$ cat config.mk
export PLATFORM = sky130hd
export DESIGN_NAME = trig_loop_top
export DESIGN_NICKNAME = d
export VERILOG_FILES = /design/src/rtl/trig_loop_pkg.sv /design/src/rtl/loop_config_regs.sv /design/src/rtl/threshold_servo.sv /design/src/rtl/beam_trigger_counter.sv /design/src/rtl/trig_loop_top.sv
export SDC_FILE = /design/constraint.sdc
export NUM_CORES = 2
export LEC_CHECK = 0
export BUFFER_PORTS_ARGS = -buffer_cell sky130_fd_sc_hd__buf_2
export CORE_MARGIN = 5
export CORE_UTILIZATION = 60
export CTS_CLUSTER_SIZE = 40
export DETAILED_ROUTE_END_ITERATION = 6
export PLACE_DENSITY = 0.78
export SETUP_SLACK_MARGIN = 0.5
export SLEW_MARGIN = 20
export SYNTH_ARGS = -nofsm -noshare
export SYNTH_HDL_FRONTEND = slang
export SYNTH_SLANG_ARGS = --single-unit
$ cat constraint.sdc
create_clock -name wb_clk_i -period 14.2 [get_ports wb_clk_i]
set_input_delay 2.84 -clock wb_clk_i [delete_from_list [all_inputs] [get_ports wb_clk_i]]
set_output_delay 2.84 -clock wb_clk_i [all_outputs]
set_load 0.05 [all_outputs]
$ cat src/rtl/trig_loop_pkg.sv
`default_nettype none

package trig_loop_pkg;

    // array sizes
    localparam int n_beams = 8;
    localparam int beam_idx_w = 3;
    localparam int thresh_w = 18;
    localparam int scaler_w = 32;
    localparam int delta_w = 16;
    localparam int bus_adr_w = 12;

    // loop constants
    localparam logic [thresh_w-1:0] start_thresh = 18'd4500;
    localparam int count_window = 256;
    localparam int count_margin = 2;
    localparam int win_w = $clog2(count_window);
    localparam logic [win_w-1:0] win_last = win_w'(count_window - 1);
    // beam index counts down from here, msb set means the sweep is done
    localparam logic [beam_idx_w:0] beam_last = (beam_idx_w + 1)'(n_beams - 1);

    // counter bus map, beam n sits at base + 4n
    localparam logic [bus_adr_w-1:0] ctl_adr = 12'h000;
    localparam logic [bus_adr_w-1:0] thresh_base = 12'h400;
    localparam logic [bus_adr_w-1:0] ce_base = 12'h800;

    // host registers
    // ctl:    [0] enable, [5:4] mode request
    // man:    [17:0] data, [26:24] index, [28] write, [29] update
    // status: [1:0] mode, [4] reset complete, [8] manual ack
    localparam logic [2:0] reg_ctl = 3'd0;
    localparam logic [2:0] reg_rate = 3'd1;
    localparam logic [2:0] reg_delta = 3'd2;
    localparam logic [2:0] reg_man = 3'd3;
    localparam logic [2:0] reg_status = 3'd4;
    localparam logic [2:0] reg_thresh_rd = 3'd5;
    localparam logic [2:0] reg_scal_sel = 3'd6;
    localparam logic [2:0] reg_scal_rd = 3'd7;

    typedef enum logic [1:0] {
        mode_reset = 2'd0,
        mode_run = 2'd1,
        mode_stop = 2'd2,
        mode_pause = 2'd3
    } loop_mode_e;

    typedef enum logic [3:0] {
        st_reset_start, st_resetting, st_reset_complete, st_idle,
        st_count_start, st_count_wait, st_count_read, st_thresh_calc,
        st_count_beam_inc, st_thresh_write, st_thresh_write_wait, st_thresh_apply,
        st_thresh_beam_inc, st_thresh_update, st_stop_prep
    } servo_state_e;

    typedef struct packed {
        logic cyc;
        logic we;
        logic [bus_adr_w-1:0] adr;
        logic [scaler_w-1:0] dat;
    } loop_bus_req_t;

    typedef struct packed {
        logic ack;
        logic [scaler_w-1:0] dat;
    } loop_bus_rsp_t;

    typedef struct packed {
        logic enable;
        loop_mode_e mode_req;
        logic [scaler_w-1:0] target_rate;
        logic [delta_w-1:0] target_delta;
        logic [beam_idx_w-1:0] man_idx;
        logic [thresh_w-1:0] man_dat;
        logic man_wr;
        logic man_upd;
    } loop_cfg_t;

    typedef struct packed {
        loop_mode_e mode;
        logic reset_complete;
        logic man_ack;
        logic [thresh_w-1:0] thresh_rd;
        logic [scaler_w-1:0] scal_rd;
    } loop_status_t;

endpackage

`default_nettype wire

$ cat src/rtl/loop_config_regs.sv
`default_nettype none

module loop_config_regs (
    input wire wb_clk_i,
    input wire rst_i,
    input wire reg_stb_i,
    input wire reg_we_i,
    input wire [2:0] reg_adr_i,
    input wire [31:0] reg_dat_i,
    output logic [31:0] reg_dat_o,
    output trig_loop_pkg::loop_cfg_t cfg_o,
    input wire trig_loop_pkg::loop_status_t status_i,
    output logic [trig_loop_pkg::beam_idx_w-1:0] scal_sel_o
);

    wire wr = reg_stb_i && reg_we_i;

    always_ff @(posedge wb_clk_i) begin
        if (rst_i) begin
            cfg_o <= '0;
            scal_sel_o <= '0;
        end else begin
            // pending manual requests drop on ack
            if (status_i.man_ack) begin
                cfg_o.man_wr <= 1'b0;
                cfg_o.man_upd <= 1'b0;
            end
            if (wr) begin
                case (reg_adr_i)
                    trig_loop_pkg::reg_ctl: begin
                        cfg_o.enable <= reg_dat_i[0];
                        cfg_o.mode_req <= trig_loop_pkg::loop_mode_e'(reg_dat_i[5:4]);
                    end
                    trig_loop_pkg::reg_rate: cfg_o.target_rate <= reg_dat_i;
                    trig_loop_pkg::reg_delta: cfg_o.target_delta <= reg_dat_i[15:0];
                    trig_loop_pkg::reg_man: begin
                        cfg_o.man_dat <= reg_dat_i[17:0];
                        cfg_o.man_idx <= reg_dat_i[26:24];
                        // a new request wins over an ack in the same cycle
                        if (reg_dat_i[28])
                            cfg_o.man_wr <= 1'b1;
                        if (reg_dat_i[29])
                            cfg_o.man_upd <= 1'b1;
                    end
                    trig_loop_pkg::reg_scal_sel: scal_sel_o <= reg_dat_i[2:0];
                    default: ;
                endcase
            end
        end
    end

    // readback, no wait states
    always_comb begin
        case (reg_adr_i)
            trig_loop_pkg::reg_ctl:
                reg_dat_o = {26'b0, cfg_o.mode_req, 3'b0, cfg_o.enable};
            trig_loop_pkg::reg_rate: reg_dat_o = cfg_o.target_rate;
            trig_loop_pkg::reg_delta: reg_dat_o = 32'(cfg_o.target_delta);
            trig_loop_pkg::reg_man:
                reg_dat_o = {2'b0, cfg_o.man_upd, cfg_o.man_wr, 1'b0, cfg_o.man_idx,
                             6'b0, cfg_o.man_dat};
            trig_loop_pkg::reg_status:
                reg_dat_o = {23'b0, status_i.man_ack, 3'b0, status_i.reset_complete,
                             2'b0, status_i.mode};
            trig_loop_pkg::reg_thresh_rd: reg_dat_o = 32'(status_i.thresh_rd);
            trig_loop_pkg::reg_scal_sel: reg_dat_o = 32'(scal_sel_o);
            default: reg_dat_o = status_i.scal_rd;
        endcase
    end

    // in stop mode the servo only acks a request that is really pending
    a_ack_pending: assert property (@(posedge wb_clk_i) disable iff (rst_i)
        (status_i.man_ack && status_i.mode == trig_loop_pkg::mode_stop)
            |-> (cfg_o.man_wr || cfg_o.man_upd));

endmodule

`default_nettype wire

$ cat src/rtl/threshold_servo.sv
`default_nettype none

module threshold_servo (
    input wire wb_clk_i,
    input wire rst_i,
    input wire trig_loop_pkg::loop_cfg_t cfg_i,
    input wire [trig_loop_pkg::beam_idx_w-1:0] scal_sel_i,
    output trig_loop_pkg::loop_status_t status_o,
    output trig_loop_pkg::loop_bus_req_t bus_o,
    input wire trig_loop_pkg::loop_bus_rsp_t bus_i,
    input wire count_done_i
);

    trig_loop_pkg::servo_state_e state;
    trig_loop_pkg::loop_mode_e loop_mode;
    logic reset_done;

    // counts down, msb flags the end of a sweep
    logic [trig_loop_pkg::beam_idx_w:0] beam_idx;
    wire beam_done = beam_idx[trig_loop_pkg::beam_idx_w];

    logic [trig_loop_pkg::bus_adr_w-1:0] adr;
    logic [trig_loop_pkg::scaler_w-1:0] dat;
    logic [trig_loop_pkg::thresh_w-1:0] thresh_tmp;
    logic [trig_loop_pkg::thresh_w-1:0] thresh_regs [trig_loop_pkg::n_beams];
    logic [trig_loop_pkg::scaler_w-1:0] scaler_mem [trig_loop_pkg::n_beams];
    logic [trig_loop_pkg::scaler_w:0] rate_lim;

    // stop mode works on the manual index, everything else sweeps
    wire [trig_loop_pkg::beam_idx_w-1:0] cur_beam = (loop_mode == trig_loop_pkg::mode_stop) ?
        cfg_i.man_idx : beam_idx[trig_loop_pkg::beam_idx_w-1:0];

    wire cyc = state inside {trig_loop_pkg::st_count_start, trig_loop_pkg::st_count_read,
                             trig_loop_pkg::st_thresh_write, trig_loop_pkg::st_thresh_apply,
                             trig_loop_pkg::st_thresh_update};
    wire we = cyc && state != trig_loop_pkg::st_count_read;
    wire upd_cmd = (state == trig_loop_pkg::st_thresh_beam_inc && beam_done) ||
                   (state == trig_loop_pkg::st_stop_prep && cfg_i.man_upd);

    assign rate_lim = {1'b0, cfg_i.target_rate} + trig_loop_pkg::count_margin;

    always_ff @(posedge wb_clk_i) begin
        if (rst_i) begin
            state <= trig_loop_pkg::st_reset_start;
            loop_mode <= trig_loop_pkg::mode_reset;
            reset_done <= 1'b0;
            beam_idx <= trig_loop_pkg::beam_last;
        end else begin
            // mode only moves in idle
            if (state == trig_loop_pkg::st_idle)
                loop_mode <= cfg_i.mode_req;

            if (state == trig_loop_pkg::st_reset_complete)
                reset_done <= 1'b1;
            else if (cfg_i.mode_req == trig_loop_pkg::mode_reset)
                reset_done <= 1'b0;

            case (state)
                trig_loop_pkg::st_reset_start:
                    if (cfg_i.enable)
                        state <= trig_loop_pkg::st_resetting;
                trig_loop_pkg::st_resetting:
                    if (beam_done)
                        state <= trig_loop_pkg::st_thresh_beam_inc;
                trig_loop_pkg::st_reset_complete:
                    if (cfg_i.mode_req != trig_loop_pkg::mode_reset)
                        state <= trig_loop_pkg::st_idle;
                trig_loop_pkg::st_idle: begin
                    // request must have settled into loop_mode first
                    if (cfg_i.mode_req == loop_mode) begin
                        if (loop_mode == trig_loop_pkg::mode_reset)
                            state <= trig_loop_pkg::st_reset_start;
                        else if (loop_mode != trig_loop_pkg::mode_stop)
                            state <= trig_loop_pkg::st_count_start;
                        else if (cfg_i.man_wr || cfg_i.man_upd)
                            state <= trig_loop_pkg::st_stop_prep;
                    end
                end
                trig_loop_pkg::st_count_start:
                    if (bus_i.ack)
                        state <= trig_loop_pkg::st_count_wait;
                trig_loop_pkg::st_count_wait:
                    if (count_done_i)
                        state <= trig_loop_pkg::st_count_read;
                trig_loop_pkg::st_count_read:
                    if (bus_i.ack)
                        state <= trig_loop_pkg::st_thresh_calc;
                trig_loop_pkg::st_thresh_calc: state <= trig_loop_pkg::st_count_beam_inc;
                trig_loop_pkg::st_count_beam_inc: begin
                    if (!beam_done)
                        state <= trig_loop_pkg::st_count_read;
                    else if (loop_mode == trig_loop_pkg::mode_pause)
                        state <= trig_loop_pkg::st_idle;
                    else
                        state <= trig_loop_pkg::st_thresh_beam_inc;
                end
                trig_loop_pkg::st_thresh_write:
                    if (bus_i.ack)
                        state <= trig_loop_pkg::st_thresh_write_wait;
                trig_loop_pkg::st_thresh_write_wait: state <= trig_loop_pkg::st_thresh_apply;
                trig_loop_pkg::st_thresh_apply: begin
                    if (bus_i.ack && loop_mode == trig_loop_pkg::mode_stop)
                        state <= trig_loop_pkg::st_idle;
                    else if (bus_i.ack)
                        state <= trig_loop_pkg::st_thresh_beam_inc;
                end
                trig_loop_pkg::st_thresh_beam_inc:
                    state <= beam_done ? trig_loop_pkg::st_thresh_update
                                       : trig_loop_pkg::st_thresh_write;
                trig_loop_pkg::st_thresh_update: begin
                    if (bus_i.ack && loop_mode == trig_loop_pkg::mode_reset)
                        state <= trig_loop_pkg::st_reset_complete;
                    else if (bus_i.ack)
                        state <= trig_loop_pkg::st_idle;
                end
                // the pass through thresh_beam_inc gives the stored value a cycle to land
                trig_loop_pkg::st_stop_prep:
                    state <= cfg_i.man_upd ? trig_loop_pkg::st_thresh_update
                                           : trig_loop_pkg::st_thresh_beam_inc;
                default: state <= trig_loop_pkg::st_reset_start;
            endcase

            if (state inside {trig_loop_pkg::st_reset_start, trig_loop_pkg::st_idle} || beam_done)
                beam_idx <= trig_loop_pkg::beam_last;
            else if (state == trig_loop_pkg::st_thresh_calc ||
                     state == trig_loop_pkg::st_resetting ||
                     (state == trig_loop_pkg::st_thresh_apply && bus_i.ack))
                beam_idx <= beam_idx - 1'b1;
        end
    end

    always_ff @(posedge wb_clk_i) begin
        // address for the next bus cycle
        if (state == trig_loop_pkg::st_idle || upd_cmd)
            adr <= trig_loop_pkg::ctl_adr;
        else if (state == trig_loop_pkg::st_count_wait ||
                 state == trig_loop_pkg::st_count_beam_inc ||
                 state == trig_loop_pkg::st_thresh_beam_inc)
            adr <= trig_loop_pkg::thresh_base + {cur_beam, 2'b00};
        else if (state == trig_loop_pkg::st_thresh_write_wait)
            adr <= trig_loop_pkg::ce_base + {cur_beam, 2'b00};

        // start and mark both write 1, update writes 2
        if (state == trig_loop_pkg::st_idle || state == trig_loop_pkg::st_thresh_write_wait)
            dat <= 32'd1;
        else if (upd_cmd)
            dat <= 32'd2;
        else if (state == trig_loop_pkg::st_thresh_beam_inc)
            dat <= 32'(thresh_regs[cur_beam]);

        // working threshold, adjusted on the scaler ack
        if (state == trig_loop_pkg::st_reset_start)
            thresh_tmp <= trig_loop_pkg::start_thresh;
        else if (state == trig_loop_pkg::st_count_read && !bus_i.ack)
            thresh_tmp <= thresh_regs[cur_beam];
        else if (state == trig_loop_pkg::st_count_read && {1'b0, bus_i.dat} < rate_lim)
            thresh_tmp <= thresh_tmp + cfg_i.target_delta;
        else if (state == trig_loop_pkg::st_count_read && {1'b0, bus_i.dat} > rate_lim)
            thresh_tmp <= thresh_tmp - cfg_i.target_delta;
        else if (state == trig_loop_pkg::st_idle && cfg_i.man_wr)
            thresh_tmp <= cfg_i.man_dat;

        if ((state == trig_loop_pkg::st_thresh_calc && loop_mode == trig_loop_pkg::mode_run) ||
            (state == trig_loop_pkg::st_resetting && !beam_done) ||
            (state == trig_loop_pkg::st_stop_prep && cfg_i.man_wr))
            thresh_regs[cur_beam] <= thresh_tmp;

        if (state == trig_loop_pkg::st_count_read && bus_i.ack)
            scaler_mem[cur_beam] <= bus_i.dat;
    end

    always_comb begin
        bus_o.cyc = cyc;
        bus_o.we = we;
        bus_o.adr = adr;
        bus_o.dat = dat;
        status_o.mode = loop_mode;
        status_o.reset_complete = reset_done;
        // outside stop mode manual requests are acked and dropped
        status_o.man_ack = (state == trig_loop_pkg::st_stop_prep) ||
                           (loop_mode != trig_loop_pkg::mode_stop);
        status_o.thresh_rd = thresh_regs[cfg_i.man_idx];
        status_o.scal_rd = scaler_mem[scal_sel_i];
    end

    // a new cycle never starts on top of the previous ack
    a_cyc_rise: assert property (@(posedge wb_clk_i) disable iff (rst_i)
        $rose(bus_o.cyc) |-> !bus_i.ack);
    a_req_stable: assert property (@(posedge wb_clk_i) disable iff (rst_i)
        (bus_o.cyc && !bus_i.ack) |=> $stable(bus_o));

endmodule

`default_nettype wire

$ cat src/rtl/beam_trigger_counter.sv
`default_nettype none

module beam_trigger_counter (
    input wire wb_clk_i,
    input wire rst_i,
    input wire trig_loop_pkg::loop_bus_req_t bus_i,
    output trig_loop_pkg::loop_bus_rsp_t bus_o,
    output logic count_done_o,
    input wire [trig_loop_pkg::n_beams-1:0][trig_loop_pkg::thresh_w-1:0] beam_power_i,
    output logic [trig_loop_pkg::n_beams-1:0] beam_trig_o
);

    logic ack_q;
    logic running;
    logic [trig_loop_pkg::win_w-1:0] win_cnt;
    logic [trig_loop_pkg::n_beams-1:0] marks;
    logic [trig_loop_pkg::thresh_w-1:0] staged [trig_loop_pkg::n_beams];
    logic [trig_loop_pkg::thresh_w-1:0] active [trig_loop_pkg::n_beams];
    logic [trig_loop_pkg::scaler_w-1:0] hits [trig_loop_pkg::n_beams];
    logic [trig_loop_pkg::scaler_w-1:0] scalers [trig_loop_pkg::n_beams];
    logic [trig_loop_pkg::scaler_w-1:0] rd_dat;

    // one ack per cycle, taken the cycle after cyc shows up
    wire accept = bus_i.cyc && !ack_q;
    wire [trig_loop_pkg::beam_idx_w-1:0] sel = bus_i.adr[trig_loop_pkg::beam_idx_w+1:2];
    wire win_end = running && win_cnt == trig_loop_pkg::win_last;

    // decode on the bits above the beam field
    wire is_ctl = bus_i.adr == trig_loop_pkg::ctl_adr;
    wire is_thresh = bus_i.adr[11:5] == trig_loop_pkg::thresh_base[11:5];
    wire is_ce = bus_i.adr[11:5] == trig_loop_pkg::ce_base[11:5];
    wire start_wr = accept && bus_i.we && is_ctl && bus_i.dat == 32'd1;
    wire update_wr = accept && bus_i.we && is_ctl && bus_i.dat == 32'd2;

    always_comb begin
        for (int b = 0; b < trig_loop_pkg::n_beams; b++)
            beam_trig_o[b] = beam_power_i[b] > active[b];
        bus_o.ack = ack_q;
        bus_o.dat = rd_dat;
    end

    always_ff @(posedge wb_clk_i) begin
        if (rst_i) begin
            ack_q <= 1'b0;
            running <= 1'b0;
            win_cnt <= '0;
            count_done_o <= 1'b0;
            marks <= '0;
            for (int b = 0; b < trig_loop_pkg::n_beams; b++)
                active[b] <= trig_loop_pkg::start_thresh;
        end else begin
            ack_q <= accept;
            count_done_o <= win_end;

            // window timer
            if (start_wr) begin
                running <= 1'b1;
                win_cnt <= '0;
            end else if (running) begin
                win_cnt <= win_cnt + 1'b1;
                if (win_end)
                    running <= 1'b0;
            end

            if (accept && bus_i.we && is_ce)
                marks[sel] <= bus_i.dat[0];

            // update moves every marked beam at once
            if (update_wr) begin
                for (int b = 0; b < trig_loop_pkg::n_beams; b++)
                    if (marks[b])
                        active[b] <= staged[b];
                marks <= '0;
            end
        end
    end

    always_ff @(posedge wb_clk_i) begin
        if (accept && bus_i.we && is_thresh)
            staged[sel] <= bus_i.dat[trig_loop_pkg::thresh_w-1:0];
        // read data lines up with the ack
        if (accept)
            rd_dat <= scalers[sel];

        for (int b = 0; b < trig_loop_pkg::n_beams; b++) begin
            if (start_wr)
                hits[b] <= '0;
            else if (running)
                hits[b] <= hits[b] + beam_trig_o[b];
            // last window cycle still counts
            if (win_end)
                scalers[b] <= hits[b] + beam_trig_o[b];
        end
    end

    a_no_restart: assert property (@(posedge wb_clk_i) disable iff (rst_i)
        start_wr |-> !running);

endmodule

`default_nettype wire

$ cat src/rtl/trig_loop_top.sv
`default_nettype none

module trig_loop_top (
    input wire wb_clk_i,
    input wire rst_i,
    input wire reg_stb_i,
    input wire reg_we_i,
    input wire [2:0] reg_adr_i,
    input wire [31:0] reg_dat_i,
    output logic [31:0] reg_dat_o,
    input wire [trig_loop_pkg::n_beams-1:0][trig_loop_pkg::thresh_w-1:0] beam_power_i,
    output logic [trig_loop_pkg::n_beams-1:0] beam_trig_o
);

    trig_loop_pkg::loop_cfg_t cfg;
    trig_loop_pkg::loop_status_t status;
    trig_loop_pkg::loop_bus_req_t bus_req;
    trig_loop_pkg::loop_bus_rsp_t bus_rsp;
    logic [trig_loop_pkg::beam_idx_w-1:0] scal_sel;
    logic count_done;

    // host side configuration and readback
    loop_config_regs u_regs (
        .wb_clk_i(wb_clk_i),
        .rst_i(rst_i),
        .reg_stb_i(reg_stb_i),
        .reg_we_i(reg_we_i),
        .reg_adr_i(reg_adr_i),
        .reg_dat_i(reg_dat_i),
        .reg_dat_o(reg_dat_o),
        .cfg_o(cfg),
        .status_i(status),
        .scal_sel_o(scal_sel)
    );

    // bus master running the rate loop
    threshold_servo u_servo (
        .wb_clk_i(wb_clk_i),
        .rst_i(rst_i),
        .cfg_i(cfg),
        .scal_sel_i(scal_sel),
        .status_o(status),
        .bus_o(bus_req),
        .bus_i(bus_rsp),
        .count_done_i(count_done)
    );

    beam_trigger_counter u_counter (
        .wb_clk_i(wb_clk_i),
        .rst_i(rst_i),
        .bus_i(bus_req),
        .bus_o(bus_rsp),
        .count_done_o(count_done),
        .beam_power_i(beam_power_i),
        .beam_trig_o(beam_trig_o)
    );

endmodule

`default_nettype wire

==> results.toml <==
[outcome]
run_status = "finished, final reports clean"

[drt]
vias = 41400
drt_iter0_markers = 4857
wl_um = 164000
firstDrtPassIters = 6
drc = 0
post_drt_wl_per_cell_um = 25.3
routed_via_density = 6.38
ant_nets = 0

[setup_path]
rr_startpoint = "u_counter.active[1][57]"
start_kind = "input pin"
r2r_slack_ns = 8.92
path_max_fanout = 2
cp-end-kind = "output pin"
arrival_ns = 5.48
r2r-end = "u_counter.hits[1][126]"
r2r_cells = 21
startpoint = "beam_power_i[91]"
worst-setup-path-type = "input pin to output pin"
required_ns = 11.36
crit_end = "beam_trig_o[5]"

[sta]
period_share_pct = 58.6
slew_viol_final = 0
setup_ws_ns = 5.88
relSlewSlack_pct = 21.1
rsz0062_at_grt = "false"
fmax_ghz = 0.120
setup_violations = 0
worstMarginPinSlew_ns = 1.17
clock_skew_ns = 0.0303
setup_tns_ns = 0
final.min_clock_period_ns = 8.32
hold_viol = 0

[cts]
cts-resized-gates = 0
holdBufCountCts = 0
clk_root_buffer_cell = "clkbuf_16"
cts_buffer_depth = 3
cts_tree = "done"
clock_latency_ns = 0.77
cts_max_level = 4
clk_pin_slew_ns = 0.07
clock-sinks = 1386
post_cts_buffers = 0
cts-buffers-inserted = 139

[die]
rows = 119
io-pin-count = 223
die_h_um = 335
die-area_sq_um = 112000
start_util_pct = 60.3
die_w_um = 335
core_area_sq_um = 105000

[finish]
drive_gt1_share_pct = 13.7
nets = 5393
fin_area_sq_um = 70500
syn_to_final_growth_pct = 11.4

[logic_synthesis]
yosysTopAreaCellShare_pct = 58.4
synth_seq_cells = 1386
synthTopCellsByCount = "1232 x edfxtp_1, 336 x nand2_1, 330 x and3_1"
ys_top_cells_by_area = "edfxtp_1 58%, dfxtp_1 4.9%, ha_1 4.5%, mux4_2 3.6%, and3_1 3.3%"
syn-cell-area_sq_um = 63300
syn-instance-count = 4780
yosys.area.top_type = "edfxtp_1"
synth_seq_area_share_pct = 63.3
syn_nets = 5192
synthArstFlopShare_pct = 0
synth_edf_count = 1232
avgSynthCellArea_sq_um = 13.3
synthDistinctLibCells = 86
yosysWarnings = 0
synthFlopType = "edfxtp_1"
synth.most_common_cell = "edfxtp_1"

[place]
place_area_sq_um = 65900
dp_slack_ns = 5.95
dp_hpwl_um = 108000
io_buffers = 222
gp_congestion = 0.966

[pwr]
vdd_drop_max_uv = 157
p_total_mw = 10.2
power.density_nw_per_um2 = 145
p_leak_nw = 25.7

[global_route]
grt_max_degree = 186
grtUsageTotal_pct = 28.9
grt-ovfl-total = 0
antenna_found_initial = 4
grt_pass1_vias = 41000
grt_pass1_wl_um = 248000

[flow_run]
max_cap_violations = 0

[hold_path]
hold_path_class = "register to register"
[flip-flops by register name, indices dropped and copies added (netlist names), 2 cells and up, named ones only]
| register | count |
|---|---|
| u_counter.hits | 256 |
| u_counter.scalers | 256 |
| u_servo.scaler_mem | 256 |
| u_counter.active | 144 |
| u_counter.staged | 144 |
| u_servo.thresh_regs | 144 |
| u_regs.cfg_o | 74 |
| u_counter.rd_dat | 32 |
| u_servo.dat | 18 |
| u_servo.thresh_tmp | 18 |
| u_counter.marks | 8 |
| u_counter.win_cnt | 8 |
| u_servo.adr | 5 |
| u_servo.beam_idx | 4 |
| u_servo.state | 4 |
| u_regs.scal_sel_o | 3 |
| u_servo.loop_mode | 2 |
[kinds of logic after synthesis]
group,after synthesis,synth area share [%]
AO/OA/AOI/OAI,719,7.61
XOR/XNOR,294,4.07
adder cells (fa/ha/maj),229,4.55
buffers and inverters,457,2.85
flip-flops,1386,63.3
multiplexers,186,4.97
AND/OR/NAND/NOR,1509,12.7
[metal layers]
metal / wire, um / GRT usage [%]
met1: 61800 / 37.9
met2: 81000 / 48.3
met3: 14000 / 4.77
met4: 7440 / 12.1
met5: 13 / 0
[worst max-delay path, stage by stage]
cell      delay, ns
buf_2          0.10
ha_1           0.28
nor2b_1        0.13
o21a_1         0.12
o21a_1         0.11
o21a_1         0.10
o21a_1         0.10
o21ai_0        0.16
a21oi_1        0.21
o221ai_1       0.14
a21oi_1        0.77
buf_2          0.43
[worst min path at each step]
stage | startpoint | cells after the start | slack (ns) | endpoint
floorplan | u_regs.cfg_o[10] | 2 | 0.44 | u_regs.cfg_o[10]
global placement | u_regs.cfg_o[5] | 2 | 0.46 | u_regs.cfg_o[5]
detailed placement | u_regs.cfg_o[26] | 2 | 0.47 | u_regs.cfg_o[26]
CTS | u_regs.cfg_o[26] | 2 | 0.48 | u_regs.cfg_o[26]
global route | u_regs.cfg_o[36] | 2 | 0.50 | u_regs.cfg_o[36]
finish | u_regs.cfg_o[36] | 2 | 0.48 | u_regs.cfg_o[36]
[power breakdown]
part / switching [mW] / leakage [nW] / internal [mW]
clock: 1.60 / 2.23 / 2.09
sequential: 0.289 / 12.5 / 4.76
combinational: 1.00 / 10.9 / 0.482
[layout make-up]
cell class / count / area [sq um]
multi-input combinational: 2937 / 21600
timing repair buffer: 302 / 1740
antenna: 3 / 7.51
inverter: 215 / 807
clock inverter: 74 / 842
clock buffer: 180 / 3720
tap: 1391 / 1740
sequential: 1386 / 40100
fill: 7228 / 34600
[stage by stage]
step                cells  hold slack (ns)  util [%]
finish               6488            0.478      67.1
global route         6486            0.498      67.1
CTS                  6483            0.477      67.1
detailed placement   6229            0.469      62.7
global placement     6229            0.460      62.7
floorplan            4780            0.442         -
[placed cells by master (no fill, tap or decap), types with 32 or more instances in the layout]
cell type,n
a22oi_1,215
mux2i_1,69
nand3_1,138
nand4_1,112
nor2_1,202
and2_1,116
dfxtp_1,149
inv_1,214
and3_1,329
a21o_1,43
nand2b_1,44
xor2_1,129
buf_4,78
ha_1,227
mux4_2,101
nor3_1,34
edfxtp_1,1232
a21oi_1,173
clkbuf_1,32
and4_1,41
clkbuf_16,140
buf_2,221
xnor2_1,165
nand2_1,336
o21ai_0,101
nor2b_1,65
Note: power is estimated with default switching activity, not from simulation.
